**config.mk**
```make
export PLATFORM = sky130hd
export DESIGN_NAME = i2c_register_bank_flat
export DESIGN_NICKNAME = d
export VERILOG_FILES = /design/src/i2c_regbank_pkg.sv /design/src/i2c_reg_access_if.sv /design/src/i2c_register_bank.sv /design/src/flat_wrapper.sv
export SDC_FILE = /design/constraint.sdc
export NUM_CORES = 1
export LEC_CHECK = 0
export BUFFER_PORTS_ARGS = -buffer_cell sky130_fd_sc_hd__buf_2
export CAP_MARGIN = 20
export CORE_MARGIN = 1
export CORE_UTILIZATION = 45
export DETAILED_ROUTE_END_ITERATION = 16
export GPL_TIMING_DRIVEN = 0
export PLACE_DENSITY = 0.73
export RECOVER_POWER = 100
export SLEW_MARGIN = 0
export SYNTH_ARGS = -nofsm -noshare
export SYNTH_HDL_FRONTEND = slang
export SYNTH_SLANG_ARGS = --single-unit
```
**constraint.sdc**
```tcl
create_clock -name CLOCK -period 2 [get_ports CLOCK]
set_clock_uncertainty 0.15 [all_clocks]
set_input_delay 0.4 -clock CLOCK [delete_from_list [all_inputs] [get_ports CLOCK]]
set_output_delay 0.4 -clock CLOCK [all_outputs]
set_load 0.05 [all_outputs]
```
**src/i2c_regbank_pkg.sv**
```systemverilog
`default_nettype none

package i2c_regbank_pkg;

    // data bytes and register addresses share one width
    typedef logic [7:0] reg_byte_t;

    typedef logic [6:0] dev_addr_t;

    // first byte after a start, seen raw or split into address and direction
    typedef union packed {
        reg_byte_t raw;
        struct packed {
            dev_addr_t dev_addr;
            logic      rd;         // 1 = master reads
        } fields;
    } ctrl_byte_u;

    parameter int REG_COUNT    = 8;
    parameter int RW_REG_COUNT = 4;   // regs 0..3 writable, rest read only

    parameter reg_byte_t REG_DEFAULTS [REG_COUNT] = '{
        8'h80,
        8'h95,
        8'h03,
        8'h1D,
        8'h10,
        8'h20,
        8'h30,
        8'h40
    };

    parameter reg_byte_t UNMAPPED_READ_VALUE = 8'hFF;

endpackage

`default_nettype wire

```
**src/i2c_reg_access_if.sv**
```systemverilog
`timescale 1ns/1ns
`default_nettype none

interface i2c_reg_access_if;

    logic                       wr_strobe;
    logic                       rd_strobe;
    i2c_regbank_pkg::reg_byte_t addr;
    i2c_regbank_pkg::reg_byte_t wr_data;
    i2c_regbank_pkg::reg_byte_t rd_data;   // valid the cycle after rd_strobe

    modport master (
        output wr_strobe, rd_strobe, addr, wr_data,
        input  rd_data
    );

    modport slave (
        input  wr_strobe, rd_strobe, addr, wr_data,
        output rd_data
    );

endinterface

`default_nettype wire

```
**src/i2c_register_bank.sv**
```systemverilog
`timescale 1ns/1ns
`default_nettype none

module i2c_register_bank (
    input  logic            CLOCK,
    input  logic            RESET,
    i2c_reg_access_if.slave regs
);

    localparam int IDX_W = $clog2(i2c_regbank_pkg::REG_COUNT);

    i2c_regbank_pkg::reg_byte_t bank [i2c_regbank_pkg::REG_COUNT];
    logic                       wr_ok;
    logic                       rd_mapped;

    // upper registers keep their defaults
    assign wr_ok     = regs.addr < i2c_regbank_pkg::RW_REG_COUNT;
    assign rd_mapped = regs.addr < i2c_regbank_pkg::REG_COUNT;

    always_ff @(posedge CLOCK)
    begin
        if (RESET)
        begin
            for (int i = 0; i < i2c_regbank_pkg::REG_COUNT; i++)
                bank[i] <= i2c_regbank_pkg::REG_DEFAULTS[i];
        end
        else if (regs.wr_strobe && wr_ok)
            bank[regs.addr[IDX_W-1:0]] <= regs.wr_data;
    end

    always_ff @(posedge CLOCK)
    begin
        if (regs.rd_strobe)
        begin
            if (rd_mapped)
                regs.rd_data <= bank[regs.addr[IDX_W-1:0]];
            else
                regs.rd_data <= i2c_regbank_pkg::UNMAPPED_READ_VALUE;
        end
    end

endmodule

`default_nettype wire

```
**src/flat_wrapper.sv**
```systemverilog
// flat-port wrapper written by rule: the top's interface ports become plain ports
module i2c_register_bank_flat 
  (CLOCK, RESET, regs_wr_strobe, regs_rd_strobe, regs_addr, regs_wr_data, regs_rd_data);
  i2c_reg_access_if regs_i ();
  input  logic CLOCK;
  input  logic RESET;
  input wire logic [$bits(regs_i.wr_strobe)-1:0] regs_wr_strobe;
  input wire logic [$bits(regs_i.rd_strobe)-1:0] regs_rd_strobe;
  input wire logic [$bits(regs_i.addr)-1:0] regs_addr;
  input wire logic [$bits(regs_i.wr_data)-1:0] regs_wr_data;
  output wire logic [$bits(regs_i.rd_data)-1:0] regs_rd_data;
  assign regs_i.wr_strobe = regs_wr_strobe;
  assign regs_i.rd_strobe = regs_rd_strobe;
  assign regs_i.addr = regs_addr;
  assign regs_i.wr_data = regs_wr_data;
  assign regs_rd_data = regs_i.rd_data;
  i2c_register_bank u_core (.CLOCK(CLOCK), .RESET(RESET), .regs(regs_i));
endmodule
```
==> summary.md, run 1 <==
| Metric | Value |
|---|---|
| Largest net degree at the start of global routing | 11 |
| Ant. Diodes | 0 |
| Syn-to-layout area delta | 15.3% |
| CP Class | in2reg |
| Max Buffers Root-to-Sink | 2 |
| Final setup vio count | 0 |
| Clock Power Share | 0.307 |
| CTS root buf | clkbuf_8 |
| Switching share of power | 0.231 |
| Max Used Layer | met4 |
| Nets | 315 |
| CTS buffer count | 9 |
| # rows | 30 |
| Vias in the first global route | 2088 |
| Run status | completed |
| Worst vdd ir | 0.000336 V |
| TNS Setup | 0 ns |
| Cell Int Power | 2260 uW |
| Synth Register Bits | 72 |
| DR WL met3 | 502 um |
| FF-to-FF Start | u_core.bank[5][5] |
| Global-route wire length before repair | 10800 um |
| WP data arrival | 1.76 ns |
| Post-synthesis sequential area ratio | 0.680 |
| Pre-Repair DR Iteration Count | 4 |
| Seq pwr share | 0.606 |
| RR Endpoint | u_core.regs.rd_data[5] |
| I/O pins | 28 |
| Total Wirelength | 6700 um |
| Placed insts | 380 |
| Share of the synthesized area in the top cell type | 0.680 |
| DIE HEIGHT | 86.1 um |
| CP max-delay cell | clkbuf_1 |
| Initial drt markers | 181 |
| Worst Min Path Start | regs_wr_data[3] |
| Die width | 86.1 um |
| CTS H-tree depth | 3 |
| Clk sinks | 72 |
| Total number of yosys warnings | 0 |
| Largest cells by area after synthesis | edfxtp_1 (68%), mux2i_1 (4.4%), nor2_1 (3.0%) |
| Post-CTS setup buffer count | 0 |
| Psw | 678 uW |
| Highest clock rate | 542 MHz |
| Remaining global-route overflow | 0 |
| Cell depth of the worst flop-to-flop path | 4 |
| Hold Path Class | in2reg |
| Routed wire length per instance | 17.0 um |
| Initial antenna violation count | 0 |
| Comb power frac | 0.087 |
| Hold Crit Depth | 2 |
| Drt via density | 5.09 |
| Worst path most repeated cell | o21ai_0 |
| Die ar. | 7410 um2 |
| Crit path max-delay family | compound AO/OA/AOI/OAI gates |
| Period utilization | 0.923 |
| Power Dens Cells | 802 nW/um2 |
| CP Max Fanout | 10 |
| TritonCTS clock tree | yes |
| Final Max Tran Viols | 0 |
| Area leader, netlist | edfxtp_1 |
| CP bufs+invs | 2 |
| ANT nets after route | 0 |
| Mapped Cells | 229 |
| Initial core utilization | 0.468 |
| Netlist Area Pre-Place | 3180 um2 |
| Core area | 6790 um2 |
| Worst hold slack | 0.181 ns |
| Met2 wire length | 3160 um |
| M1 wire length | 2810 um |
| Filler cells | 607 |
| Remaining DRCs | 0 |
| Clock Latency Late Sink | 0.35 ns |
| Vias post-DR | 2001 |
| Input/output buffers | 25 |
| Final min period | 1.85 ns |
| Final hold vios | 0 |
| Post-synth ARST share | 0 |
| Most common flop cell mapped by yosys | edfxtp_1 |
| Avg Synthesized Cell Area | 13.9 um2 |
| CP Launch Type | primary input |
| Routability cong. | 0.868 |
| CP max stage delay | 0.45 ns |
| Gr usage total | 0.206 |
| Crit-path cells | clkbuf_2, clkbuf_1, o21ai_0, a221oi_1, o21ai_0 |
| Post-synth EDFFs | 72 |
| Static leakage | 0.00130 uW |
| WHS Endpoint | u_core.bank[3][3] |
| Slew HR | 0.605 |
| Worst-Margin Slew | 0.593 ns |
| R2R setup slack | 0.27 ns |
| Non-Filler Instances | 393 |
| Yosys cell types | 42 |
| Req. time, crit path | 1.92 ns |
| Final HPWL from detailed placement | 4760 um |
| Nature of the critical path endpoint | register |
| Clk slew on worst S/H paths | 0.07 ns |
| RSZ-0062 raised after global routing | no |
| Max Cap Viol | 0 |
| Layout cell share with drive strength beyond 1 | 0.172 |
[metal layers]
layer / track usage / vias up
met5: 0 / -
met4: 0.126 / 0
met3: 0.0472 / 17
met2: 0.319 / 85
met1: 0.263 / 948
li1: - / 951
[power by group through the flow]
stage	Combinational [uW]	Sequential, uW	Clock (uW)
6_report	256	1780	902
4_1_cts	256	1780	920
3_3_place_gp	252	1810	0
2_1_floorplan	151	1820	0
5_1_grt	280	1790	979
3_5_place_dp	255	1810	0
[cells in the mapped netlist, types with 6 or more instances]
cell type,count
mux2i_1,14
nand2b_1,8
nand2_1,10
a21oi_1,11
nand3_1,6
buf_2,8
and2_1,8
nor2_1,25
o21ai_0,6
edfxtp_1,72
[what timing repair did]
item | CTS | global route
setup endpoints to repair | 0 | 16
hold buffers | 0 | 0
resized for setup | 0 | 2
[cell families (layout without fill, tap and decap cells)]
logic type,count (synthesis),after routing,synth area share
DFF,72,72,0.680
muxes,20,20,0.0665
and+or+nand+nor,85,85,0.155
other,2,32,0.00236
buffers and inverters,16,54,0.0279
AOI/OAI and AO/OA,34,34,0.0681
[through the flow]
step | setup slack, ns | power (uW) | util | instance area [um2]
after global placement | -0.255 | 2060 | 0.521 | 3540
after global routing | 0.0845 | 3050 | 0.539 | 3660
after floorplan | 0.0701 | 1970 | - | 3290
final | 0.155 | 2940 | 0.539 | 3660
after detailed placement | -0.272 | 2070 | 0.521 | 3540
after CTS | 0.0682 | 2960 | 0.541 | 3680
[final cells by class]
type / count / area (um2) / share of cell area
Buffer: 15 / 82.6 / 0.0225
Clock buffer: 10 / 128 / 0.0348
Clock inverter: 3 / 12.5 / 0.00341
Inverter: 1 / 3.75 / 0.00102
Multi-Input combinational cell: 171 / 1040 / 0.285
Sequential cell: 72 / 2160 / 0.590
Tap cell: 96 / 120 / 0.0328
Timing Repair Buffer: 25 / 113 / 0.0307
[worst max path at each step]
stage,start,end,slack [ns],cells after the start
6_report,regs_addr[1],u_core.regs.rd_data[0],0.15,5
5_1_grt,regs_addr[1],u_core.regs.rd_data[1],0.08,6
4_1_cts,regs_addr[2],u_core.bank[1][0],0.07,6
3_5_place_dp,regs_addr[2],u_core.bank[1][0],-0.27,6
3_3_place_gp,RESET,u_core.bank[1][3],-0.25,4
2_1_floorplan,regs_addr[2],u_core.bank[1][0],0.07,4
[sequential cells by signal (all words and copies together), names as in the netlist]
name / cells
u_core.bank: 64
u_core.regs.rd_data: 8
[cells in the final DEF (no fill, tap or decap), drive strengths merged, types with 2 or more instances in the layout]
master  count
edfxtp     72
conb       32
clkbuf     27
nor2       25
buf        23
mux2i      14
a21oi      11
nand2      11
nand2b      9
and2        8
nand3       6
o21ai       6
mux2        6
or3         5
nor3        5
a211oi      4
or2         4
nor2b       3
and3        3
o211ai      3
a311oi      3
nor3b       3
clkinv      3
a31oi       2
No activity file was read; power rests on OpenSTA's default activity.
==> run 2, diff against run 1 <==
Settings changed: ABC_AREA set to 1.
==> run 2 against run 1 <==
Net effect: worst hold slack better by 0.057 ns; clock-buffer cell count increased by 1; non-clock buffer count rose by 4; design area up 3.7%; largest cell class unchanged; highest routed layer unchanged; wire length up 1.3%; first-iteration DRC count down 22%; via count grew 16%; register-to-register slack better by 0.42 ns; setup slack gained 0.033 ns; fmax rose by 1.8%; sequential share of layout area fell by 2.1 points; core utilization grew 0.50 points.
==> summary.md, run 2 <==
| Metric | Value |
|---|---|
| Run status | completed |
| Slew HR | 0.595 (-0.00964) |
| Setup crit start | regs_addr[7] |
| Static leakage | 0.00165 uW (+27%) |
| Layout cell share with drive strength beyond 1 | 0.120 (-0.0521) |
| Post-CTS setup buffer count | 0 (unchanged) |
| Placed insts | 473 (+24%) |
| Vias in the first global route | 2162 (+3.5%) |
| Crit path capture | u_core.regs.rd_data[1] |
| Routability cong. | 0.847 (-2.4%) |
| CP max-delay cell | clkbuf_1 |
| FF-to-FF Start | u_core.bank[2][6] |
| Syn-to-layout area delta | 14.1% |
| Yosys cell types | 18 (-57%) |
| Final Max Tran Viols | 0 (unchanged) |
| Place WS | -0.0633 ns (+0.209 ns) |
| Post-synth ARST share | 0 (unchanged) |
| Drt via density | 4.75 (-6.6%) |
| Power Dens Cells | 786 nW/um2 (-2.0%) |
| Final min period | 1.81 ns (-0.0333 ns) |
| Met2 wire length | 3190 um (+0.73%) |
| Initial drt markers | 141 (-22%) |
| Worst vdd ir | 0.000348 V (+3.6%) |
| Core area | 6980 um2 (+2.8%) |
| Final setup vio count | 0 (unchanged) |
| Nets | 408 (+30%) |
| Clock Latency Late Sink | 0.34 ns (about the same) |
| Clock Power Share | 0.317 (+0.010) |
| Largest cells by area after synthesis | edfxtp_1 (65%), nand2_1 (8.6%), nor2_1 (5.5%) |
| M1 wire length | 3050 um (+8.6%) |
| Share of the synthesized area in the top cell type | 0.649 (-0.0309) |
| Nature of the critical path endpoint | register |
| Crit path max-delay family | simple AND/OR/NAND/NOR gates |
| Die width | 88.0 um (+2.3%) |
| Multi-input gate area | 1000 um2 (-4.1%) |
| Final HPWL from detailed placement | 4950 um (+4.0%) |
| Worst-Margin Slew | 0.610 ns (+0.0171 ns) |
| Cell Int Power | 2260 uW (about the same) |
| R2R setup slack | 0.69 ns (+0.42 ns) |
| Post-synth top cells | nand2_1 (76), edfxtp_1 (72), nor2_1 (49) |
| Resized Gates After CTS | 0 (unchanged) |
| Initial core utilization | 0.477 (+0.00911) |
| Total Wirelength | 6790 um (+1.3%) |
| Most frequent cells in the layout | nand2_1 (76), edfxtp_1 (72), nor2_1 (50) |
| Req. time, crit path | 1.94 ns (+0.02 ns) |
| WP data arrival | 1.76 ns (about the same) |
| CTS root buf | clkbuf_8 |
| DIE HEIGHT | 88.0 um (+2.3%) |
| Synth Register Bits | 72 (unchanged) |
| Most common flop cell mapped by yosys | edfxtp_1 |
| Final hold vios | 0 (unchanged) |
| Hold Crit Depth | 3 (+1) |
| Vias post-DR | 2325 (+16%) |
| TritonCTS clock tree | yes |
| Remaining DRCs | 0 (unchanged) |
| Max Cap Viol | 0 (unchanged) |
| Seq pwr share | 0.597 (-0.009) |
| Switching share of power | 0.244 (+0.0128) |
| CP Launch Type | primary input |
| Max Used Layer | met4 |
| Area leader, netlist | edfxtp_1 |
| Initial antenna violation count | 0 (unchanged) |
| Commonest non-fill, non-tap cell in the layout | nand2_1 |
| Largest regs | u_core.bank x64, u_core.regs.rd_data x8 |
| ANT nets after route | 0 (unchanged) |
| CP max stage delay | 0.43 ns (-0.02 ns) |
| CP bufs+invs | 2 (unchanged) |
| Crit path depth | 7 (+2) |
| Avg Synthesized Cell Area | 10.4 um2 (-25%) |
| Biggest register | u_core.bank |
| RSZ-0062 raised after global routing | no |
| Cell depth of the worst flop-to-flop path | 6 (+2) |
| Total Power | 2990 uW (+1.7%) |
| Period utilization | 0.906 (-0.0166) |
| CTS H-tree depth | 3 (unchanged) |
| CP Class | in2reg |
| Remaining global-route overflow | 0 (unchanged) |
| FF/Latch Area | 2160 um2 (unchanged) |
| I/O pins | 28 (unchanged) |
| Crit-path cells | buf_2, or2_4, nor2_8, clkbuf_1, nand2_1, nor2_1, nand2_1 |
| Worst path most repeated cell | nand2_1 |
| Filler cells | 657 (+8.2%) |
| Final WS setup | 0.188 ns (+0.0333 ns) |
| Psw | 728 uW (+7.3%) |
| Total number of yosys warnings | 0 (unchanged) |
| Largest net degree at the start of global routing | 12 (+1) |
| Max Buffers Root-to-Sink | 2 (unchanged) |
| Hold Path Class | in2reg |
| Most numerous cell in the Yosys netlist | nand2_1 |
| Routed wire length per instance | 13.9 um (-19%) |
| Cts hold-fix bufs | 0 (unchanged) |
| RR Endpoint | u_core.regs.rd_data[6] |
| Die ar. | 7750 um2 (+4.6%) |
| Ant. Diodes | 0 (unchanged) |
| Input/output buffers | 26 (+4.0%) |
| Non-Filler Instances | 489 (+24%) |
| Mapped Cells | 321 (+40%) |
| DR WL met3 | 457 um (-9.0%) |
| CP Max Fanout | 10 (unchanged) |
| Clk slew on worst S/H paths | 0.07 ns (about the same) |
| # rows | 30 (unchanged) |
| Worst hold slack | 0.239 ns (+0.0572 ns) |
| Post-synth EDFFs | 72 (unchanged) |
| Comb power frac | 0.086 (about the same) |
| Max reg flops | 64 (unchanged) |
| Post-synthesis sequential area ratio | 0.649 (-0.0309) |
| Netlist Area Pre-Place | 3330 um2 (+4.8%) |
| Gr usage total | 0.194 (-0.0111) |
| Clk sinks | 72 (unchanged) |
| Highest clock rate | 552 MHz (+1.8%) |
| Global-route wire length before repair | 10700 um (-1.2%) |
| CTS buffer count | 9 (unchanged) |
| Pre-Repair DR Iteration Count | 4 (unchanged) |
-- run 2: tightest hold or removal path, cell delays in order --
cell and delay, ns:
buf_2 0.08, inv_1 0.08, nand2_1 0.07
-- run 2: power by group through the flow --
stage	combinational [uW]	clock [uW]	sequential [uW]
global placement	255	0	1810
global route	287	1020	1790
floorplan	159	0	1830
CTS	261	965	1780
finish	256	947	1790
detailed placement	260	0	1820
-- run 2: final cells by class --
type,instances,area share
clock inverters,5,0.00625
repair buffers,26,0.0306
multi-input cells,219,0.263
plain buffers,18,0.0234
clock buffers,11,0.0346
inverters,42,0.0415
flip-flops and latches,72,0.569
well taps,96,0.0316
-- run 2: worst min-delay path by stage --
stage                     slack (ns)                     end              start
after floorplan                 0.36  u_core.regs.rd_data[0]     regs_rd_strobe
after detailed placement        0.49  u_core.regs.rd_data[0]  u_core.bank[7][0]
after global placement          0.49  u_core.regs.rd_data[4]  u_core.bank[7][4]
final                           0.24       u_core.bank[1][2]    regs_wr_data[2]
after global routing            0.25       u_core.bank[1][2]    regs_wr_data[2]
after CTS                       0.22       u_core.bank[1][2]    regs_wr_data[2]
-- run 2: cell families (layout without fill, tap and decap cells) --
logic type | count (synthesis) | after routing | share of synthesized area
DFF | 72 | 72 | 0.649
buffers and inverters | 60 | 102 | 0.0766
other | 2 | 32 | 0.00225
and+or+nand+nor | 187 | 187 | 0.272
-- run 2: metrics by stage --
stage | TNS, ns | util | area, um2
2_1_floorplan | 0 | - | 3440
3_3_place_gp | -0.321 | 0.529 | 3690
3_5_place_dp | -1.38 | 0.529 | 3690
4_1_cts | 0 | 0.551 | 3850
5_1_grt | 0 | 0.544 | 3800
6_report | 0 | 0.544 | 3800
-- run 2: metal layers --
| metal | vias up | track usage |
|---|---|---|
| met5 | - | 0 |
| met1 | 1076 | 0.257 |
| li1 | 1161 | - |
| met3 | 9 | 0.0349 |
| met2 | 79 | 0.315 |
| met4 | 0 | 0.0880 |
==> run 3, diff against run 2 <==
Settings changed: CORE_MARGIN 1 to 4, CTS_CLUSTER_DIAMETER set to 150, GPL_TIMING_DRIVEN 0 to unset.
==> run 3 against run 2 <==
Net effect: power rose by 14%; largest cell class unchanged; design area rose by 2.7%; critical endpoint is now u_core.bank[2][3]; core utilization fell by 0.32 points; critical path type unchanged; clock-buffer cell count fell by 2.
==> summary.md, run 3 (synthesis gave the netlist of run 2 again) <==
| Metric | Value |
|---|---|
| Layout cell share with drive strength beyond 1 | 0.139 (+0.0192) |
| Final min period | 1.71 ns (-0.105 ns) |
| CP Class | in2reg |
| WP data arrival | 1.66 ns (-0.10 ns) |
| Clock Latency Late Sink | 0.35 ns (about the same) |
| Die width | 94.0 um (+6.8%) |
| Max Buffers Root-to-Sink | 2 (unchanged) |
| Most frequent cells in the layout | nand2_1 (76), edfxtp_1 (72), nor2_1 (50) |
| Routed wire length per instance | 13.7 um (-1.4%) |
| Worst-Margin Slew | 1.04 ns (+0.430 ns) |
| Vias post-DR | 2280 (-1.9%) |
| Largest regs | u_core.bank x64, u_core.regs.rd_data x8 |
| Initial antenna violation count | 0 (unchanged) |
| RSZ-0062 raised after global routing | no |
| FF-to-FF Start | u_core.bank[2][2] |
| Pre-Repair DR Iteration Count | 5 (+1) |
| Gr usage total | 0.166 (-0.0285) |
| Biggest register | u_core.bank |
| Setup crit start | regs_addr[2] |
| Total Wirelength | 6680 um (-1.6%) |
| Power Dens Cells | 869 nW/um2 (+11%) |
| Hold Path Class | in2reg |
| Psw | 749 uW (+3.0%) |
| ANT nets after route | 0 (unchanged) |
| CTS buffer count | 9 (unchanged) |
| CP Launch Type | primary input |
| Routability cong. | 0.813 (-4.1%) |
| Comb power frac | 0.076 (-0.010) |
| Core area | 7210 um2 (+3.3%) |
| CP Max Fanout | 11 (+1) |
| Input/output buffers | 27 (+3.8%) |
| Run status | completed |
| Nets | 405 (-0.74%) |
| Period utilization | 0.853 (-0.0526) |
| Max Cap Viol | 0 (unchanged) |
| DIE HEIGHT | 94.0 um (+6.8%) |
| Cts hold-fix bufs | 0 (unchanged) |
| CTS H-tree depth | 3 (unchanged) |
| Ant. Diodes | 0 (unchanged) |
| Static leakage | 0.00172 uW (+4.6%) |
| Req. time, crit path | 1.95 ns (about the same) |
| Switching share of power | 0.221 (-0.0228) |
| TritonCTS clock tree | yes |
| Commonest non-fill, non-tap cell in the layout | nand2_1 |
| Die ar. | 8840 um2 (+14%) |
| R2R setup slack | 0.71 ns (+0.02 ns) |
| I/O pins | 28 (unchanged) |
| RR Endpoint | u_core.regs.rd_data[2] |
| Total Power | 3390 uW (+14%) |
| Worst vdd ir | 0.000331 V (-5.0%) |
| TNS Setup | 0 ns (unchanged) |
| Global-route wire length before repair | 10800 um (+1.4%) |
| Final hold vios | 0 (unchanged) |
| Clk sinks | 72 (unchanged) |
| Final setup vio count | 0 (unchanged) |
| Max reg flops | 64 (unchanged) |
| Highest clock rate | 586 MHz (+6.2%) |
| Resized Gates After CTS | 0 (unchanged) |
| Fin util | 0.541 (-0.00317) |
| Nature of the critical path endpoint | register |
| CTS root buf | clkbuf_8 |
| Crit path capture | u_core.bank[2][3] |
| Filler cells | 652 (-0.76%) |
| Largest net degree at the start of global routing | 21 (+9) |
| Remaining DRCs | 0 (unchanged) |
| Clk slew on worst S/H paths | 0.07 ns (about the same) |
| # rows | 31 (+3.3%) |
| Remaining global-route overflow | 0 (unchanged) |
| Clock Power Share | 0.398 (+0.081) |
| Cell Int Power | 2640 uW (+17%) |
| Initial drt markers | 136 (-3.5%) |
| Post-CTS setup buffer count | 0 (unchanged) |
| Vias in the first global route | 2195 (+1.5%) |
| Final HPWL from detailed placement | 4790 um (-3.1%) |
| Final Max Tran Viols | 0 (unchanged) |
| Cell depth of the worst flop-to-flop path | 6 (unchanged) |
| Seq pwr share | 0.526 (-0.071) |
| Drt via density | 4.67 (-1.7%) |
| Syn-to-layout area delta | 17.2% |
| Initial core utilization | 0.462 (-0.0154) |
| Slew HR | 0.307 (-0.288) |
[run 3: cell type report]
class                      instances  area (um2)  area share
timing repair buffer              41         215      0.0551
clock buffer                       9         124      0.0317
inverter                          42         158      0.0404
sequential                        72        2160       0.554
tap                               99         124      0.0317
clock inverter                     6         109      0.0279
multi-input combinational        219        1010       0.260
[run 3: how the worst min path moves through the flow]
| stage | to | start | slack [ns] | depth (start not counted) |
|---|---|---|---|---|
| 2_1_floorplan | u_core.regs.rd_data[0] | regs_rd_strobe | 0.36 | 0 |
| 3_3_place_gp | u_core.regs.rd_data[0] | u_core.bank[7][0] | 0.48 | 4 |
| 3_5_place_dp | u_core.regs.rd_data[7] | u_core.bank[7][7] | 0.50 | 4 |
| 4_1_cts | u_core.regs.rd_data[5] | regs_rd_strobe | 0.22 | 1 |
| 5_1_grt | u_core.bank[2][0] | regs_wr_data[0] | 0.26 | 3 |
| 6_report | u_core.bank[0][7] | regs_wr_data[7] | 0.25 | 3 |
[run 3: per-stage QoR]
| stage | hold WS (ns) | setup slack (ns) | cell area (um2) | instances |
|---|---|---|---|---|
| after floorplan | 0.362 | 0.283 | 3440 | 351 |
| after global placement | 0.481 | 0.0982 | 3710 | 473 |
| after detailed placement | 0.499 | 0.0870 | 3710 | 473 |
| after CTS | 0.218 | 0.455 | 3940 | 488 |
| after global routing | 0.261 | 0.172 | 3910 | 488 |
| final | 0.247 | 0.293 | 3910 | 488 |
[run 3: power groups by stage]
stage | registers (uW) | logic (uW) | clock network [uW]
after global placement | 1810 | 254 | 0
final | 1780 | 258 | 1350
after global routing | 1790 | 288 | 1440
after CTS | 1780 | 261 | 1370
after detailed placement | 1820 | 259 | 0
after floorplan | 1830 | 159 | 0
[run 3: critical path: stages]
cell      delay, ns
clkbuf_1       0.34
inv_1          0.17
nand2_1        0.09
nor2_1         0.04
buf_4          0.19
nand3_1        0.11
clkbuf_1       0.23
nor2_1         0.07
[run 3: routing by layer]
layer,wire [um],track usage,share of wire
met2,3110,0.247,0.47
met5,0,0,0
met4,150,0.0794,0.022
met3,413,0.0337,0.062
met1,3000,0.232,0.45
