`src/i2c_regbank_pkg.sv`:
```
`default_nettype none

package i2c_regbank_pkg;

    // data bytes and register addresses share one width
    typedef logic [7:0] reg_byte_t;

    typedef logic [6:0] dev_addr_t;

    // first byte after a start, seen raw or split into address and direction
    typedef union packed {
        reg_byte_t raw;
        struct packed {
            dev_addr_t dev_addr;
            logic      rd;         // 1 = master reads
        } fields;
    } ctrl_byte_u;

    parameter int REG_COUNT    = 8;
    parameter int RW_REG_COUNT = 4;   // regs 0..3 writable, rest read only

    parameter reg_byte_t REG_DEFAULTS [REG_COUNT] = '{
        8'h80,
        8'h95,
        8'h03,
        8'h1D,
        8'h10,
        8'h20,
        8'h30,
        8'h40
    };

    parameter reg_byte_t UNMAPPED_READ_VALUE = 8'hFF;

endpackage

`default_nettype wire

```
`src/i2c_line_if.sv`:
```
`timescale 1ns/1ns
`default_nettype none

// filtered bus lines, one producer and several consumers
interface i2c_line_if;

    logic scl_rise;
    logic scl_fall;
    logic scl_high;    // high for two samples in a row
    logic sda_rise;
    logic sda_fall;
    logic sda_level;

    modport source (
        output scl_rise, scl_fall, scl_high, sda_rise, sda_fall, sda_level
    );

    modport sink (
        input scl_rise, scl_fall, scl_high, sda_rise, sda_fall, sda_level
    );

endinterface

`default_nettype wire

```
`src/i2c_byte_transmitter.sv`:
```
`timescale 1ns/1ns
`default_nettype none

module i2c_byte_transmitter (
    input  logic                        CLOCK,
    input  logic                        RESET,
    i2c_line_if.sink                    line,
    input  logic                        tx_load,
    input  i2c_regbank_pkg::reg_byte_t  tx_byte,
    input  logic                        abort,
    output logic                        tx_done,
    output logic                        sda_pull
);

    logic                       busy;
    logic [2:0]                 bit_cnt;
    i2c_regbank_pkg::reg_byte_t shift_q;   // bit 7 is on the bus

    always_ff @(posedge CLOCK)
    begin
        if (RESET)
        begin
            busy    <= 1'b0;
            bit_cnt <= '0;
            tx_done <= 1'b0;
        end
        else
        begin
            tx_done <= 1'b0;
            if (abort)
                busy <= 1'b0;
            else if (tx_load)
            begin
                busy    <= 1'b1;
                bit_cnt <= '0;
            end
            else if (busy && line.scl_fall)
            begin
                bit_cnt <= bit_cnt + 3'd1;
                if (bit_cnt == 3'd7)
                begin
                    busy    <= 1'b0;   // master owns sda for its ack
                    tx_done <= 1'b1;
                end
            end
        end
    end

    always_ff @(posedge CLOCK)
    begin
        if (tx_load)
            shift_q <= tx_byte;
        else if (busy && line.scl_fall)
            shift_q <= {shift_q[6:0], 1'b0};
    end

    // open drain, ones are left to the pull-up
    assign sda_pull = busy & ~shift_q[7];

endmodule

`default_nettype wire

```
`src/flat_wrapper.sv`:
```
// flat-port wrapper written by rule: the top's interface ports become plain ports
module i2c_byte_transmitter_flat 
  (CLOCK, RESET, tx_load, tx_byte, abort, tx_done, sda_pull, line_scl_rise, line_scl_fall, line_scl_high, line_sda_rise, line_sda_fall, line_sda_level);
  i2c_line_if line_i ();
  input  logic CLOCK;
  input  logic RESET;
  input  logic tx_load;
  input  i2c_regbank_pkg::reg_byte_t tx_byte;
  input  logic abort;
  output logic tx_done;
  output logic sda_pull;
  input wire logic [$bits(line_i.scl_rise)-1:0] line_scl_rise;
  input wire logic [$bits(line_i.scl_fall)-1:0] line_scl_fall;
  input wire logic [$bits(line_i.scl_high)-1:0] line_scl_high;
  input wire logic [$bits(line_i.sda_rise)-1:0] line_sda_rise;
  input wire logic [$bits(line_i.sda_fall)-1:0] line_sda_fall;
  input wire logic [$bits(line_i.sda_level)-1:0] line_sda_level;
  assign line_i.scl_rise = line_scl_rise;
  assign line_i.scl_fall = line_scl_fall;
  assign line_i.scl_high = line_scl_high;
  assign line_i.sda_rise = line_sda_rise;
  assign line_i.sda_fall = line_sda_fall;
  assign line_i.sda_level = line_sda_level;
  i2c_byte_transmitter u_core (.CLOCK(CLOCK), .RESET(RESET), .line(line_i), .tx_load(tx_load), .tx_byte(tx_byte), .abort(abort), .tx_done(tx_done), .sda_pull(sda_pull));
endmodule
```
`config.mk`:
```
export PLATFORM = sky130hd
export DESIGN_NAME = i2c_byte_transmitter_flat
export DESIGN_NICKNAME = d
export VERILOG_FILES = /design/src/i2c_regbank_pkg.sv /design/src/i2c_line_if.sv /design/src/i2c_byte_transmitter.sv /design/src/flat_wrapper.sv
export SDC_FILE = /design/constraint.sdc
export NUM_CORES = 1
export LEC_CHECK = 0
export BUFFER_PORTS_ARGS = -buffer_cell sky130_fd_sc_hd__buf_2
export CORE_AREA = 10 10 47 49
export CTS_CLUSTER_DIAMETER = 200
export DETAILED_ROUTE_END_ITERATION = 8
export DIE_AREA = 0 0 57 59
export PLACE_DENSITY = 0.77
export SYNTH_ARGS = -nofsm -noshare
export SYNTH_HDL_FRONTEND = slang
export SYNTH_SLANG_ARGS = --single-unit
```
`constraint.sdc`:
```
create_clock -name CLOCK -period 3.7 [get_ports CLOCK]
set_input_delay 0.555 -clock CLOCK [delete_from_list [all_inputs] [get_ports CLOCK]]
set_output_delay 0.555 -clock CLOCK [all_outputs]
set_load 0.005 [all_outputs]
```
==> report_table.html, run 1 <==
<table>
<tr><th>Metric</th><th>Value</th></tr>
<tr><th colspan="2">Die</th></tr>
<tr><td>Num ports</td><td>20</td></tr>
<tr><td>Floorplan Core Area</td><td>0.00140 sq mm</td></tr>
<tr><td>Initial standard-cell utilization of the core</td><td>41.2%</td></tr>
<tr><td>Overall die area</td><td>0.00336 sq mm</td></tr>
<tr><td>Horizontal die dimension</td><td>57 um</td></tr>
<tr><td>Number of cell rows</td><td>14</td></tr>
<tr><td>Y dimension of the die</td><td>59 um</td></tr>
<tr><th colspan="2">Placed design</th></tr>
<tr><td>Placed wire-length estimate after detailed placement</td><td>762 um</td></tr>
<tr><td>Number of buffer cells added on primary ports</td><td>14</td></tr>
<tr><td>Setup Slack @ Placement</td><td>2.19 ns</td></tr>
<tr><td>GPL Wtd Cong</td><td>0.712</td></tr>
<tr><th colspan="2">Clocking</th></tr>
<tr><td># clock sinks</td><td>13</td></tr>
<tr><td>Clock root buffer</td><td>sky130_fd_sc_hd__clkbuf_4</td></tr>
<tr><td>Number of buffers added by the clock tree synthesis step</td><td>3</td></tr>
<tr><td>Clock Tree Buf Depth</td><td>2</td></tr>
<tr><td>Number of levels the H-tree was split into</td><td>1</td></tr>
<tr><td>Post-CTS repair timing setup buffer count</td><td>0</td></tr>
<tr><td>Clock insertion delay at the later pin of the skew report</td><td>0.27 ns</td></tr>
<tr><td>CTS tree</td><td>done</td></tr>
<tr><td># hold bufs at CTS</td><td>0</td></tr>
<tr><td>Resized cells post-CTS</td><td>0</td></tr>
<tr><td>Clock-pin transition on the worst setup and hold timing paths</td><td>0.08 ns</td></tr>
<tr><th colspan="2">Job</th></tr>
<tr><td>Number of maximum-capacitance constraint violations</td><td>0</td></tr>
<tr><th colspan="2">Logic synthesis</th></tr>
<tr><td>Top cells by area in the synthesized netlist</td><td>sky130_fd_sc_hd__edfxtp_1 42%, sky130_fd_sc_hd__dfxtp_1 17%, sky130_fd_sc_hd__mux2_2 14%, sky130_fd_sc_hd__ha_1 4.3%, sky130_fd_sc_hd__or4b_1 3.5%</td></tr>
<tr><td>Synth warn</td><td>0</td></tr>
<tr><td>Cells after synthesis</td><td>44</td></tr>
<tr><td>Share of the synthesized area in the top cell type</td><td>41.6%</td></tr>
<tr><td>Synthesized area per cell</td><td>13.1 sq um</td></tr>
<tr><td>Cell variety after synth</td><td>19</td></tr>
<tr><td>Cell type with the highest aggregate area in the netlist</td><td>sky130_fd_sc_hd__edfxtp_1</td></tr>
<tr><td>Register bit total from synthesis</td><td>13</td></tr>
<tr><td>Cell area after synthesis</td><td>577 sq um</td></tr>
<tr><td>Nets in the synthesized netlist</td><td>64</td></tr>
<tr><td>Portion of the post-synthesis area used by sequential elements</td><td>59.0%</td></tr>
<tr><th colspan="2">Global routing</th></tr>
<tr><td>Busiest layer in global routing</td><td>met2</td></tr>
<tr><td>Grt met2 use</td><td>10.4%</td></tr>
<tr><td>Remaining global-route overflow</td><td>0</td></tr>
<tr><td>Number of antenna violations at the first check in global routing</td><td>0</td></tr>
<tr><td>Global-route wire length before repair</td><td>1.82 mm</td></tr>
<tr><td>Number of global-route vias before repair</td><td>411</td></tr>
<tr><td>Global-route track usage on met3</td><td>2.15%</td></tr>
<tr><td>Largest net degree at the start of global routing</td><td>17</td></tr>
<tr><td>Met1 usage</td><td>7.93%</td></tr>
<tr><td>Global routing usage summed across all routing layers</td><td>6.85%</td></tr>
<tr><th colspan="2">STA</th></tr>
<tr><td>Final-report setup violation count</td><td>0</td></tr>
<tr><td>Unrepaired setup endpoints after global routing</td><td>no</td></tr>
<tr><td>Final-layout setup total negative slack</td><td>0 ns</td></tr>
<tr><td>Maximum clock frequency</td><td>0.677 GHz</td></tr>
<tr><td>Worst setup margin</td><td>2.22 ns</td></tr>
<tr><td>Pin slew with the least headroom to its limit</td><td>0.298 ns</td></tr>
<tr><td>Pins Over Slew Limit</td><td>0</td></tr>
<tr><td>Worst Clk Skew</td><td>0.00713 ns</td></tr>
<tr><td>Endpoints failing hold</td><td>0</td></tr>
<tr><td>Min Clock Period, post-route</td><td>1.48 ns</td></tr>
<tr><td>Portion of the clock cycle consumed by the worst path in the final layout</td><td>39.9%</td></tr>
<tr><td>Worst slew margin relative to its limit</td><td>80.1%</td></tr>
<tr><th colspan="2">Finish</th></tr>
<tr><td>Filler Cell Count</td><td>142</td></tr>
<tr><td>Most frequent cells in the layout</td><td>14 x sky130_fd_sc_hd__buf_2, 8 x sky130_fd_sc_hd__edfxtp_1, 7 x sky130_fd_sc_hd__mux2_2, 5 x sky130_fd_sc_hd__dfxtp_1</td></tr>
<tr><td>Register cell area after layout</td><td>340 sq um</td></tr>
<tr><td>Layout Nets</td><td>82</td></tr>
<tr><td>Fraction of layout cells with a size suffix above 1</td><td>41.0%</td></tr>
<tr><td>Layout overhead on the synthesized area</td><td>19.3%</td></tr>
<tr><td>Multi-input combinational cell area</td><td>228 sq um</td></tr>
<tr><td>Antenna Diode Count</td><td>0</td></tr>
<tr><td>Most frequent standard cell in the layout excluding fill and tap cells</td><td>sky130_fd_sc_hd__buf_2</td></tr>
<tr><th colspan="2">Worst hold path</th></tr>
<tr><td>WHS Path Cells</td><td>2</td></tr>
<tr><td>Classification of the worst-slack hold path</td><td>register to register</td></tr>
<tr><th colspan="2">Pwr</th></tr>
<tr><td>Worst VDD drop</td><td>202 uV</td></tr>
<tr><td>Power per cell area</td><td>401 mW/mm^2</td></tr>
<tr><td>LEAKAGE</td><td>0.270 nW</td></tr>
<tr><th colspan="2">Route</th></tr>
<tr><td>Vias per Instance</td><td>5.36</td></tr>
<tr><td>Starting DRC count in detailed routing</td><td>5</td></tr>
<tr><td>Total wire length after detailed routing</td><td>1.05 mm</td></tr>
<tr><td>Antenna-violating nets left</td><td>0</td></tr>
<tr><td>DR vias</td><td>413</td></tr>
<tr><td>Pre-antenna DRT Iters</td><td>4</td></tr>
<tr><td>Number of DRC violations after detailed routing</td><td>0</td></tr>
<tr><td>Average detailed-routed wire length per instance</td><td>13.7 um</td></tr>
<tr><th colspan="2">Critical path</th></tr>
<tr><td>Capturing element type of the critical path</td><td>output port</td></tr>
<tr><td>Critical path startpoint category</td><td>register</td></tr>
<tr><td>Worst Path Arrival</td><td>0.92 ns</td></tr>
<tr><td>Worst Setup Path Type</td><td>register to output port</td></tr>
<tr><td>Critical path required time</td><td>3.14 ns</td></tr>
<tr><td>R2R cell count</td><td>4</td></tr>
<tr><td>Crit-path max FO</td><td>5</td></tr>
<tr><th colspan="2">Outcome</th></tr>
<tr><td>Run status</td><td>finished clean</td></tr>
</table>
==> cells in the mapped netlist, drive strengths merged <==
cell type	n
dfxtp	5
a31oi	2
edfxtp	8
or2b	1
a21oi	3
or4	1
buf	1
mux2	7
nand2	4
ha	2
nor4	1
nand3b	2
or4b	2
nor2b	1
inv	1
o21ai	1
and2	1
nor3	1
==> cells by family after synthesis <==
logic type,Yosys count,synth area share [%]
AO/OA/AOI/OAI,6,5.64
adder cells (fa/ha/maj),2,4.34
flip-flops,13,59.0
AND/OR/NAND/NOR,14,15.8
buffers and inverters,2,1.52
multiplexers,7,13.7
==> worst max-delay path, cell delays in order, from the launching register on <==
cell,delay (ns)
sky130_fd_sc_hd__dfxtp_1,0.40
sky130_fd_sc_hd__nor2b_1,0.14
sky130_fd_sc_hd__buf_2,0.11
==> final timing paths <==
path                     startpoint  slack, ns           endpoint
setup reg to reg  u_core.bit_cnt[0]       2.27  u_core.bit_cnt[2]
setup / recovery        u_core.busy       2.22           sda_pull
hold / removal    u_core.bit_cnt[2]       0.49  u_core.bit_cnt[2]
hold reg to reg   u_core.bit_cnt[2]       0.49  u_core.bit_cnt[2]
==> cell type report <==
| type | instances | area share, % |
|---|---|---|
| flip-flops and latches | 13 | 49.5 |
| multi-input cells | 29 | 33.1 |
| repair buffers | 14 | 10.2 |
| clock buffers | 4 | 3.82 |
| well taps | 16 | 2.91 |
| inverters | 1 | 0.545 |
==> state kept, by name, indices dropped and copies added (netlist names) <==
name / flops
u_core.tx_done: 1
u_core.bit_cnt: 3
u_core.shift_q: 8
u_core.busy: 1
==> where the power goes <==
group / internal, mW / leakage, nW / total (mW) / switching [mW]
logic: 0.0128 / 0.135 / 0.0237 / 0.0109
registers: 0.163 / 0.120 / 0.166 / 0.00259
clock network: 0.0417 / 0.0150 / 0.0863 / 0.0446
total: 0.218 / 0.270 / 0.276 / 0.0581
==> metrics by stage <==
stage          utilization [%]  power (mW)  hold WS, ns  std cells  cell area [sq um]
2_1_floorplan                -       0.182        0.452         44                577
3_3_place_gp              47.2       0.192        0.474         73                662
3_5_place_dp              47.2       0.193        0.477         73                662
4_1_cts                   49.1       0.279        0.496         77                688
5_1_grt                   49.1       0.289        0.505         77                688
6_report                  49.1       0.276        0.492         77                688
==> metal layers <==
layer / vias to the layer above / wire length [um]
li1: 204 / -
met1: 197 / 466
met2: 10 / 523
met3: 2 / 46
met4: 0 / 17
met5: - / 0
No activity file was read; power rests on OpenSTA's default activity.
==> run 2: changes to the inputs <==
==> constraint.sdc (replaced) <==
create_clock -name CLOCK -period 1.43 [get_ports CLOCK]
set_input_delay 0.2145 -clock CLOCK [delete_from_list [all_inputs] [get_ports CLOCK]]
set_output_delay 0.2145 -clock CLOCK [all_outputs]
set_load 0.005 [all_outputs]
==> run 2 against run 1 <==
Compared with the run above: routed wire length is 2.5% lower; final area is 2.9% higher; worst setup slack worse by 2.2 ns; combinational power grew to 2.7 times the previous value; worst hold slack worse by 0.32 ns; non-clock buffer count is 1 higher; global-route usage is 0.57 points lower; power grew to 2.6 times the previous value; count of clock-buffer cells in the layout stayed put; largest cell class unchanged; largest power group unchanged.
==> report_table.html, run 2 (synthesized netlist as in run 1, its figures left out) <==
<table>
<tr><th>Metric</th><th>Value</th></tr>
<tr><th colspan="2">Outcome</th></tr>
<tr><td>Run status</td><td>finished clean</td></tr>
<tr><th colspan="2">STA</th></tr>
<tr><td>Maximum clock frequency</td><td>0.723 GHz</td></tr>
<tr><td>Min Clock Period, post-route</td><td>1.38 ns</td></tr>
<tr><td>Worst slew margin relative to its limit</td><td>80.2% (+0.12 points)</td></tr>
<tr><td>Final-layout setup total negative slack</td><td>0 ns (unchanged)</td></tr>
<tr><td>Endpoints failing hold</td><td>0 (unchanged)</td></tr>
<tr><td>Worst Clk Skew</td><td>0.00265 ns (-0.00448 ns)</td></tr>
<tr><td>Unrepaired setup endpoints after global routing</td><td>no</td></tr>
<tr><td>Worst setup margin</td><td>0.0474 ns (-2.18 ns)</td></tr>
<tr><td>Pin slew with the least headroom to its limit</td><td>0.297 ns (-0.00172 ns)</td></tr>
<tr><td>Final-report setup violation count</td><td>0 (unchanged)</td></tr>
<tr><td>Portion of the clock cycle consumed by the worst path in the final layout</td><td>96.7%</td></tr>
<tr><td>Pins Over Slew Limit</td><td>0 (unchanged)</td></tr>
<tr><th colspan="2">Finish</th></tr>
<tr><td>Layout Nets</td><td>83 (+1.2%)</td></tr>
<tr><td>Layout overhead on the synthesized area</td><td>22.8%</td></tr>
<tr><td>Flip-flop count of the largest register after layout</td><td>8 (unchanged)</td></tr>
<tr><td>Fraction of layout cells with a size suffix above 1</td><td>50.0% (+9.0 points)</td></tr>
<tr><td>Most frequent cells in the layout</td><td>14 x sky130_fd_sc_hd__buf_2, 8 x sky130_fd_sc_hd__edfxtp_1, 7 x sky130_fd_sc_hd__mux2_2</td></tr>
<tr><td>Most frequent standard cell in the layout excluding fill and tap cells</td><td>sky130_fd_sc_hd__buf_2</td></tr>
<tr><td>Most flop-heavy register</td><td>u_core.shift_q</td></tr>
<tr><td>Largest registers in the final layout</td><td>u_core.shift_q (8), u_core.bit_cnt (3)</td></tr>
<tr><td>Antenna Diode Count</td><td>0 (unchanged)</td></tr>
<tr><th colspan="2">Critical path</th></tr>
<tr><td>Worst Path Arrival</td><td>1.59 ns (+0.67 ns)</td></tr>
<tr><td>Cell with the biggest individual delay on the critical path</td><td>sky130_fd_sc_hd__or4b_4</td></tr>
<tr><td>Critical path required time</td><td>1.64 ns (-1.50 ns)</td></tr>
<tr><td>Highest cell delay on the worst timing path</td><td>0.45 ns (+0.05 ns)</td></tr>
<tr><td>Capturing element type of the critical path</td><td>register</td></tr>
<tr><td>Worst Setup Path Type</td><td>register to register</td></tr>
<tr><td>Cells along the critical path</td><td>ha_2 -&gt; ha_1 -&gt; or4b_4 -&gt; a21oi_2</td></tr>
<tr><td>Critical path startpoint category</td><td>register</td></tr>
<tr><td>Buffer and inverter count on the worst path</td><td>0 (-1)</td></tr>
<tr><td>Gate family responsible for the most delay along the worst path</td><td>simple AND/OR/NAND/NOR gates</td></tr>
<tr><td>Crit-path max FO</td><td>2 (-3)</td></tr>
<tr><th colspan="2">Route</th></tr>
<tr><td>Starting DRC count in detailed routing</td><td>6 (+1)</td></tr>
<tr><td>Vias per Instance</td><td>5.12 (-4.6%)</td></tr>
<tr><td>Average detailed-routed wire length per instance</td><td>13.2 um (-3.7%)</td></tr>
<tr><td>DR vias</td><td>399 (-3.4%)</td></tr>
<tr><td>Antenna-violating nets left</td><td>0 (unchanged)</td></tr>
<tr><td>Total wire length after detailed routing</td><td>1.03 mm (-2.5%)</td></tr>
<tr><td>Number of DRC violations after detailed routing</td><td>0 (unchanged)</td></tr>
<tr><td>Pre-antenna DRT Iters</td><td>4 (unchanged)</td></tr>
<tr><th colspan="2">Global routing</th></tr>
<tr><td>Global routing usage summed across all routing layers</td><td>6.28% (-0.57 points)</td></tr>
<tr><td>Number of global-route vias before repair</td><td>411 (unchanged)</td></tr>
<tr><td>Global-route wire length before repair</td><td>1.71 mm (-6.0%)</td></tr>
<tr><td>Largest net degree at the start of global routing</td><td>17 (unchanged)</td></tr>
<tr><td>Number of antenna violations at the first check in global routing</td><td>0 (unchanged)</td></tr>
<tr><td>Remaining global-route overflow</td><td>0 (unchanged)</td></tr>
<tr><th colspan="2">Pwr</th></tr>
<tr><td>LEAKAGE</td><td>0.275 nW (+1.8%)</td></tr>
<tr><td>Power dissipated by switching net loads</td><td>144 uW (+150%)</td></tr>
<tr><td>Switching fraction of total power</td><td>20.4% (-0.66 points)</td></tr>
<tr><td>Share of power burned in combinational logic</td><td>8.9% (+0.3 points)</td></tr>
<tr><td>Power per cell area</td><td>1000 mW/mm^2 (+150%)</td></tr>
<tr><td>Internal power</td><td>564 uW (+160%)</td></tr>
<tr><td>Worst VDD drop</td><td>666 uV (+230%)</td></tr>
<tr><td>Sequential power share</td><td>60.6% (+0.5 points)</td></tr>
<tr><td>Clock share of power</td><td>30.5% (-0.8 points)</td></tr>
<tr><th colspan="2">Die</th></tr>
<tr><td>Horizontal die dimension</td><td>57 um (unchanged)</td></tr>
<tr><td>Overall die area</td><td>0.00336 sq mm (unchanged)</td></tr>
<tr><td>Initial standard-cell utilization of the core</td><td>41.2% (unchanged)</td></tr>
<tr><td>Floorplan Core Area</td><td>0.00140 sq mm (unchanged)</td></tr>
<tr><td>Num ports</td><td>20 (unchanged)</td></tr>
<tr><td>Y dimension of the die</td><td>59 um (unchanged)</td></tr>
<tr><td>Number of cell rows</td><td>14 (unchanged)</td></tr>
<tr><th colspan="2">Worst hold path</th></tr>
<tr><td>Classification of the worst-slack hold path</td><td>input pin to register</td></tr>
<tr><th colspan="2">Clocking</th></tr>
<tr><td># hold bufs at CTS</td><td>0 (unchanged)</td></tr>
<tr><td>Clock-pin transition on the worst setup and hold timing paths</td><td>0.08 ns (about the same)</td></tr>
<tr><td>CTS tree</td><td>done</td></tr>
<tr><td>Clock Tree Buf Depth</td><td>2 (unchanged)</td></tr>
<tr><td>Number of buffers added by the clock tree synthesis step</td><td>3 (unchanged)</td></tr>
<tr><td># clock sinks</td><td>13 (unchanged)</td></tr>
<tr><td>Clock insertion delay at the later pin of the skew report</td><td>0.26 ns (about the same)</td></tr>
<tr><td>Clock root buffer</td><td>sky130_fd_sc_hd__clkbuf_4</td></tr>
<tr><td>Number of levels the H-tree was split into</td><td>1 (unchanged)</td></tr>
<tr><th colspan="2">Job</th></tr>
<tr><td>Number of maximum-capacitance constraint violations</td><td>0 (unchanged)</td></tr>
<tr><th colspan="2">Placed design</th></tr>
<tr><td>GPL Wtd Cong</td><td>0.713 (about the same)</td></tr>
<tr><td>Number of buffer cells added on primary ports</td><td>14 (unchanged)</td></tr>
<tr><td>Placed wire-length estimate after detailed placement</td><td>758 um (-0.50%)</td></tr>
<tr><td>Setup Slack @ Placement</td><td>0.0305 ns (-2.16 ns)</td></tr>
</table>
## run 2: cell count changes in the layout (fill, tap and decap cells not counted)
cell                      before  now
sky130_fd_sc_hd__or4b_4        0    1
sky130_fd_sc_hd__a21oi_2       0    1
sky130_fd_sc_hd__dfxtp_1       5    3
sky130_fd_sc_hd__ha_2          0    1
sky130_fd_sc_hd__or4b_1        2    1
sky130_fd_sc_hd__a21oi_1       3    2
sky130_fd_sc_hd__buf_4         0    1
sky130_fd_sc_hd__dfxtp_2       0    2
sky130_fd_sc_hd__ha_1          2    1
## run 2: path summary, 6_finish.rpt
check / to / startpoint / slack [ns] / cells past startpoint
hold / removal: u_core.bit_cnt[2] / RESET / 0.17 / 2
setup / recovery: u_core.bit_cnt[2] / u_core.bit_cnt[0] / 0.05 / 4
hold reg to reg: u_core.bit_cnt[1] / u_core.bit_cnt[1] / 0.49 / 2
setup reg to reg: u_core.bit_cnt[2] / u_core.bit_cnt[0] / 0.05 / 4
## run 2: power by group through the flow
stage | logic (mW) | registers (mW) | clock network (mW)
after floorplan | 0.0344 | 0.435 | 0
after global placement | 0.0593 | 0.437 | 0
after detailed placement | 0.0618 | 0.438 | 0
after CTS | 0.0628 | 0.430 | 0.229
after global routing | 0.0696 | 0.432 | 0.248
final | 0.0629 | 0.429 | 0.216
## run 2: layout make-up
| type | count | area (sq um) |
|---|---|---|
| flip-flops and latches | 13 | 343 |
| multi-input cells | 29 | 238 |
| inverters | 1 | 3.75 |
| well taps | 16 | 20.0 |
| fillers | 140 | 693 |
| repair buffers | 15 | 77.6 |
| clock buffers | 4 | 26.3 |
## run 2: through the flow
| step | total power [mW] | utilization [%] | instances | hold slack, ns | instance area, sq um |
|---|---|---|---|---|---|
| floorplan | 0.470 | - | 44 | 0.284 | 577 |
| global placement | 0.497 | 47.2 | 73 | 0.448 | 662 |
| detailed placement | 0.500 | 47.2 | 73 | 0.455 | 662 |
| CTS | 0.722 | 49.9 | 78 | 0.155 | 699 |
| global route | 0.749 | 50.5 | 78 | 0.150 | 708 |
| finish | 0.708 | 50.5 | 78 | 0.172 | 708 |
## run 2: layer usage
metal  wire, um  track usage (%)
met5          0                0
met4          0             4.03
met3         47             2.36
met2        547             10.4
met1        432             6.59
## run 2: repair_timing
action,CTS,global route
pin swaps,1,1
setup buffers,1,0
gates resized for setup,2,3
setup endpoints to repair,1,1
## run 2: worst register-to-register path, stage by stage (launching register included)
cell and delay (ns):
sky130_fd_sc_hd__dfxtp_2 0.32, sky130_fd_sc_hd__ha_2 0.17, sky130_fd_sc_hd__ha_1 0.26, sky130_fd_sc_hd__or4b_4 0.45, sky130_fd_sc_hd__a21oi_2 0.12
==> run 3: changes to the inputs <==
--- a/config.mk
+++ b/config.mk
@@ -10,7 +10,7 @@
 export CTS_CLUSTER_DIAMETER = 200
 export DETAILED_ROUTE_END_ITERATION = 8
 export DIE_AREA = 0 0 57 59
-export PLACE_DENSITY = 0.77
+export PLACE_DENSITY_LB_ADDON = 0.15
 export SYNTH_ARGS = -nofsm -noshare
 export SYNTH_HDL_FRONTEND = slang
 export SYNTH_SLANG_ARGS = --single-unit
==> constraint.sdc (replaced) <==
create_clock -name CLOCK -period 1.43 [get_ports CLOCK]
set_input_delay 0.143 -clock CLOCK [delete_from_list [all_inputs] [get_ports CLOCK]]
set_output_delay 0.143 -clock CLOCK [all_outputs]
set_load 0.005 [all_outputs]
==> run 3 against run 2 <==
Compared with the run above: register-to-register slack got worse by 0.03 ns; clock skew fell by 0.0012 ns; power rose by 1.8%; sequential power barely moved; via count rose by 2.8%; critical path depth did not move; sequential share of layout area fell by 1.1 points; largest power group unchanged; first-iteration DRC count rose by 33%; non-clock buffer count fell by 1.
==> report_table.html, run 3 (synthesized netlist as in run 1, its figures left out) <==
<table>
<tr><th>Metric</th><th>Value</th></tr>
<tr><th colspan="2">Critical path</th></tr>
<tr><td>Crit-path max FO</td><td>4 (+2)</td></tr>
<tr><td>Capturing element type of the critical path</td><td>register</td></tr>
<tr><td>Critical path required time</td><td>1.65 ns (about the same)</td></tr>
<tr><td>R2R cell count</td><td>4 (unchanged)</td></tr>
<tr><td>Launch instance of the worst register-to-register path</td><td>u_core.bit_cnt[0]</td></tr>
<tr><td>Worst Setup Path Type</td><td>register to register</td></tr>
<tr><td>Worst setup startpoint</td><td>u_core.bit_cnt[0]</td></tr>
<tr><td>Worst Path Arrival</td><td>1.63 ns (+0.04 ns)</td></tr>
<tr><td>Critical path startpoint category</td><td>register</td></tr>
<tr><th colspan="2">Route</th></tr>
<tr><td>DR vias</td><td>410 (+2.8%)</td></tr>
<tr><td>Average detailed-routed wire length per instance</td><td>13.6 um (+3.5%)</td></tr>
<tr><td>Number of DRC violations after detailed routing</td><td>0 (unchanged)</td></tr>
<tr><td>Starting DRC count in detailed routing</td><td>8 (+2)</td></tr>
<tr><td>Total wire length after detailed routing</td><td>1.05 mm (+2.1%)</td></tr>
<tr><td>Antenna-violating nets left</td><td>0 (unchanged)</td></tr>
<tr><td>Vias per Instance</td><td>5.32 (+4.1%)</td></tr>
<tr><td>Pre-antenna DRT Iters</td><td>4 (unchanged)</td></tr>
<tr><th colspan="2">STA</th></tr>
<tr><td>Worst Clk Skew</td><td>0.00147 ns (-0.00118 ns)</td></tr>
<tr><td>Endpoints failing hold</td><td>0 (unchanged)</td></tr>
<tr><td>Worst setup margin</td><td>0.0214 ns (-0.0259 ns)</td></tr>
<tr><td>Pin slew with the least headroom to its limit</td><td>0.289 ns (-0.00809 ns)</td></tr>
<tr><td>Final-layout setup total negative slack</td><td>0 ns (unchanged)</td></tr>
<tr><td>Final-report setup violation count</td><td>0 (unchanged)</td></tr>
<tr><td>Pins Over Slew Limit</td><td>0 (unchanged)</td></tr>
<tr><td>Unrepaired setup endpoints after global routing</td><td>yes</td></tr>
<tr><td>Min Clock Period, post-route</td><td>1.41 ns (+0.0259 ns)</td></tr>
<tr><td>Worst slew margin relative to its limit</td><td>80.7% (+0.54 points)</td></tr>
<tr><td>Final hold slack</td><td>0.0770 ns (-0.0947 ns)</td></tr>
<tr><td>Portion of the clock cycle consumed by the worst path in the final layout</td><td>98.5% (+1.8 points)</td></tr>
<tr><td>Maximum clock frequency</td><td>0.710 GHz (-1.8%)</td></tr>
<tr><th colspan="2">Global routing</th></tr>
<tr><td>Remaining global-route overflow</td><td>0 (unchanged)</td></tr>
<tr><td>Global-route wire length before repair</td><td>1.58 mm (-7.7%)</td></tr>
<tr><td>Number of antenna violations at the first check in global routing</td><td>0 (unchanged)</td></tr>
<tr><td>Global routing usage summed across all routing layers</td><td>5.95% (-0.33 points)</td></tr>
<tr><td>Number of global-route vias before repair</td><td>358 (-13%)</td></tr>
<tr><td>Largest net degree at the start of global routing</td><td>17 (unchanged)</td></tr>
<tr><th colspan="2">Finish</th></tr>
<tr><td>Antenna Diode Count</td><td>0 (unchanged)</td></tr>
<tr><td>Layout overhead on the synthesized area</td><td>25.6%</td></tr>
<tr><td>Filler Cell Count</td><td>137 (-2.1%)</td></tr>
<tr><td>Most frequent standard cell in the layout excluding fill and tap cells</td><td>sky130_fd_sc_hd__buf_2</td></tr>
<tr><td>Layout Nets</td><td>82 (-1.2%)</td></tr>
<tr><td>Most frequent cells in the layout</td><td>14 x sky130_fd_sc_hd__buf_2, 8 x sky130_fd_sc_hd__edfxtp_1, 7 x sky130_fd_sc_hd__mux2_2</td></tr>
<tr><td>Flip-flop count of the largest register after layout</td><td>8 (unchanged)</td></tr>
<tr><td>Largest registers in the final layout</td><td>u_core.shift_q (8), u_core.bit_cnt (3)</td></tr>
<tr><td>Final core occ</td><td>51.7% (+1.2 points)</td></tr>
<tr><td>Fraction of layout cells with a size suffix above 1</td><td>52.5% (+2.5 points)</td></tr>
<tr><td>Final standard cell count with taps included and fillers excluded</td><td>77 (-1.3%)</td></tr>
<tr><td>Most flop-heavy register</td><td>u_core.shift_q</td></tr>
<tr><th colspan="2">Clocking</th></tr>
<tr><td>Clock root buffer</td><td>sky130_fd_sc_hd__clkbuf_4</td></tr>
<tr><td>Number of buffers added by the clock tree synthesis step</td><td>3 (unchanged)</td></tr>
<tr><td>CTS tree</td><td>done</td></tr>
<tr><td>Clock Tree Buf Depth</td><td>2 (unchanged)</td></tr>
<tr><td>Clock insertion delay at the later pin of the skew report</td><td>0.27 ns (about the same)</td></tr>
<tr><td>Clock-pin transition on the worst setup and hold timing paths</td><td>0.09 ns (about the same)</td></tr>
<tr><td>Number of levels the H-tree was split into</td><td>1 (unchanged)</td></tr>
<tr><td># clock sinks</td><td>13 (unchanged)</td></tr>
<tr><td>Post-CTS repair timing setup buffer count</td><td>0 (-1)</td></tr>
<tr><th colspan="2">Placed design</th></tr>
<tr><td>Number of buffer cells added on primary ports</td><td>14 (unchanged)</td></tr>
<tr><td>Placed wire-length estimate after detailed placement</td><td>716 um (-5.6%)</td></tr>
<tr><td>Setup Slack @ Placement</td><td>0.0201 ns (-0.0104 ns)</td></tr>
<tr><td>GPL Wtd Cong</td><td>0.714 (+0.24%)</td></tr>
<tr><td>Placed cell count</td><td>73 (unchanged)</td></tr>
<tr><th colspan="2">Die</th></tr>
<tr><td>Floorplan Core Area</td><td>0.00140 sq mm (unchanged)</td></tr>
<tr><td>Horizontal die dimension</td><td>57 um (unchanged)</td></tr>
<tr><td>Num ports</td><td>20 (unchanged)</td></tr>
<tr><td>Initial standard-cell utilization of the core</td><td>41.2% (unchanged)</td></tr>
<tr><td>Y dimension of the die</td><td>59 um (unchanged)</td></tr>
<tr><td>Overall die area</td><td>0.00336 sq mm (unchanged)</td></tr>
<tr><td>Number of cell rows</td><td>14 (unchanged)</td></tr>
<tr><th colspan="2">Pwr</th></tr>
<tr><td>Worst VDD drop</td><td>587 uV (-12%)</td></tr>
<tr><td>Power per cell area</td><td>996 mW/mm^2 (-0.49%)</td></tr>
<tr><td>LEAKAGE</td><td>0.269 nW (-2.0%)</td></tr>
<tr><th colspan="2">Worst hold path</th></tr>
<tr><td>Classification of the worst-slack hold path</td><td>input pin to register</td></tr>
<tr><td>Hold Path Origin</td><td>RESET</td></tr>
<tr><td>WHS Path Cells</td><td>2 (unchanged)</td></tr>
<tr><th colspan="2">Outcome</th></tr>
<tr><td>Run status</td><td>finished clean</td></tr>
<tr><th colspan="2">Job</th></tr>
<tr><td>Number of maximum-capacitance constraint violations</td><td>0 (unchanged)</td></tr>
</table>
run 3: changes by cell type in the layout (fill, tap and decap cells not counted), sizes merged:
cell and change:
buf -1, clkbuf -1, clkinv +1
run 3: path summary, 6_finish.rpt:
path / end / slack (ns)
worst max-delay path: u_core.bit_cnt[2] / 0.02
worst max register to register: u_core.bit_cnt[2] / 0.02
worst min-delay path: u_core.bit_cnt[2] / 0.08
worst min register to register: u_core.bit_cnt[0] / 0.51
run 3: final cells by class:
class                      count  area, sq um  area share, %
clock buffer                   3         22.5           3.11
clock inverter                 1         5.00          0.691
inverter                       1         3.75          0.518
multi-input combinational     29          260           35.9
sequential                    13          343           47.3
tap                           16         20.0           2.76
timing repair buffer          14         70.1           9.67
run 3: where the power goes:
group	total [mW]	internal, mW	switching [mW]
clock	0.231	0.104	0.128
combinational	0.0609	0.0332	0.0277
sequential	0.429	0.423	0.00639
total	0.721	0.559	0.162
run 3: critical path: stages (launching register included):
cell and delay, ns:
sky130_fd_sc_hd__dfxtp_2 0.35, sky130_fd_sc_hd__ha_4 0.16, sky130_fd_sc_hd__ha_4 0.25, sky130_fd_sc_hd__or4b_4 0.45, sky130_fd_sc_hd__a21oi_2 0.14
run 3: metrics by stage:
stage,area [sq um],total power [mW]
2_1_floorplan,577,0.470
3_3_place_gp,662,0.499
3_5_place_dp,662,0.499
4_1_cts,691,0.733
5_1_grt,724,0.760
6_report,724,0.721
run 3: repair_timing:
action,CTS,global route
endpoints found under the setup margin,1,1
hold buffers,0,0
cloned,0,0
pin swaps,0,3
gates resized for setup,1,6
run 3: per-layer routing:
layer  vias up  track usage (%)  wire length (um)
met5         -                0                 0
met4         0             1.01                 5
met3         2             4.51                84
met2        18             8.84               459
met1       189             6.77               499
li1        201                -                 -
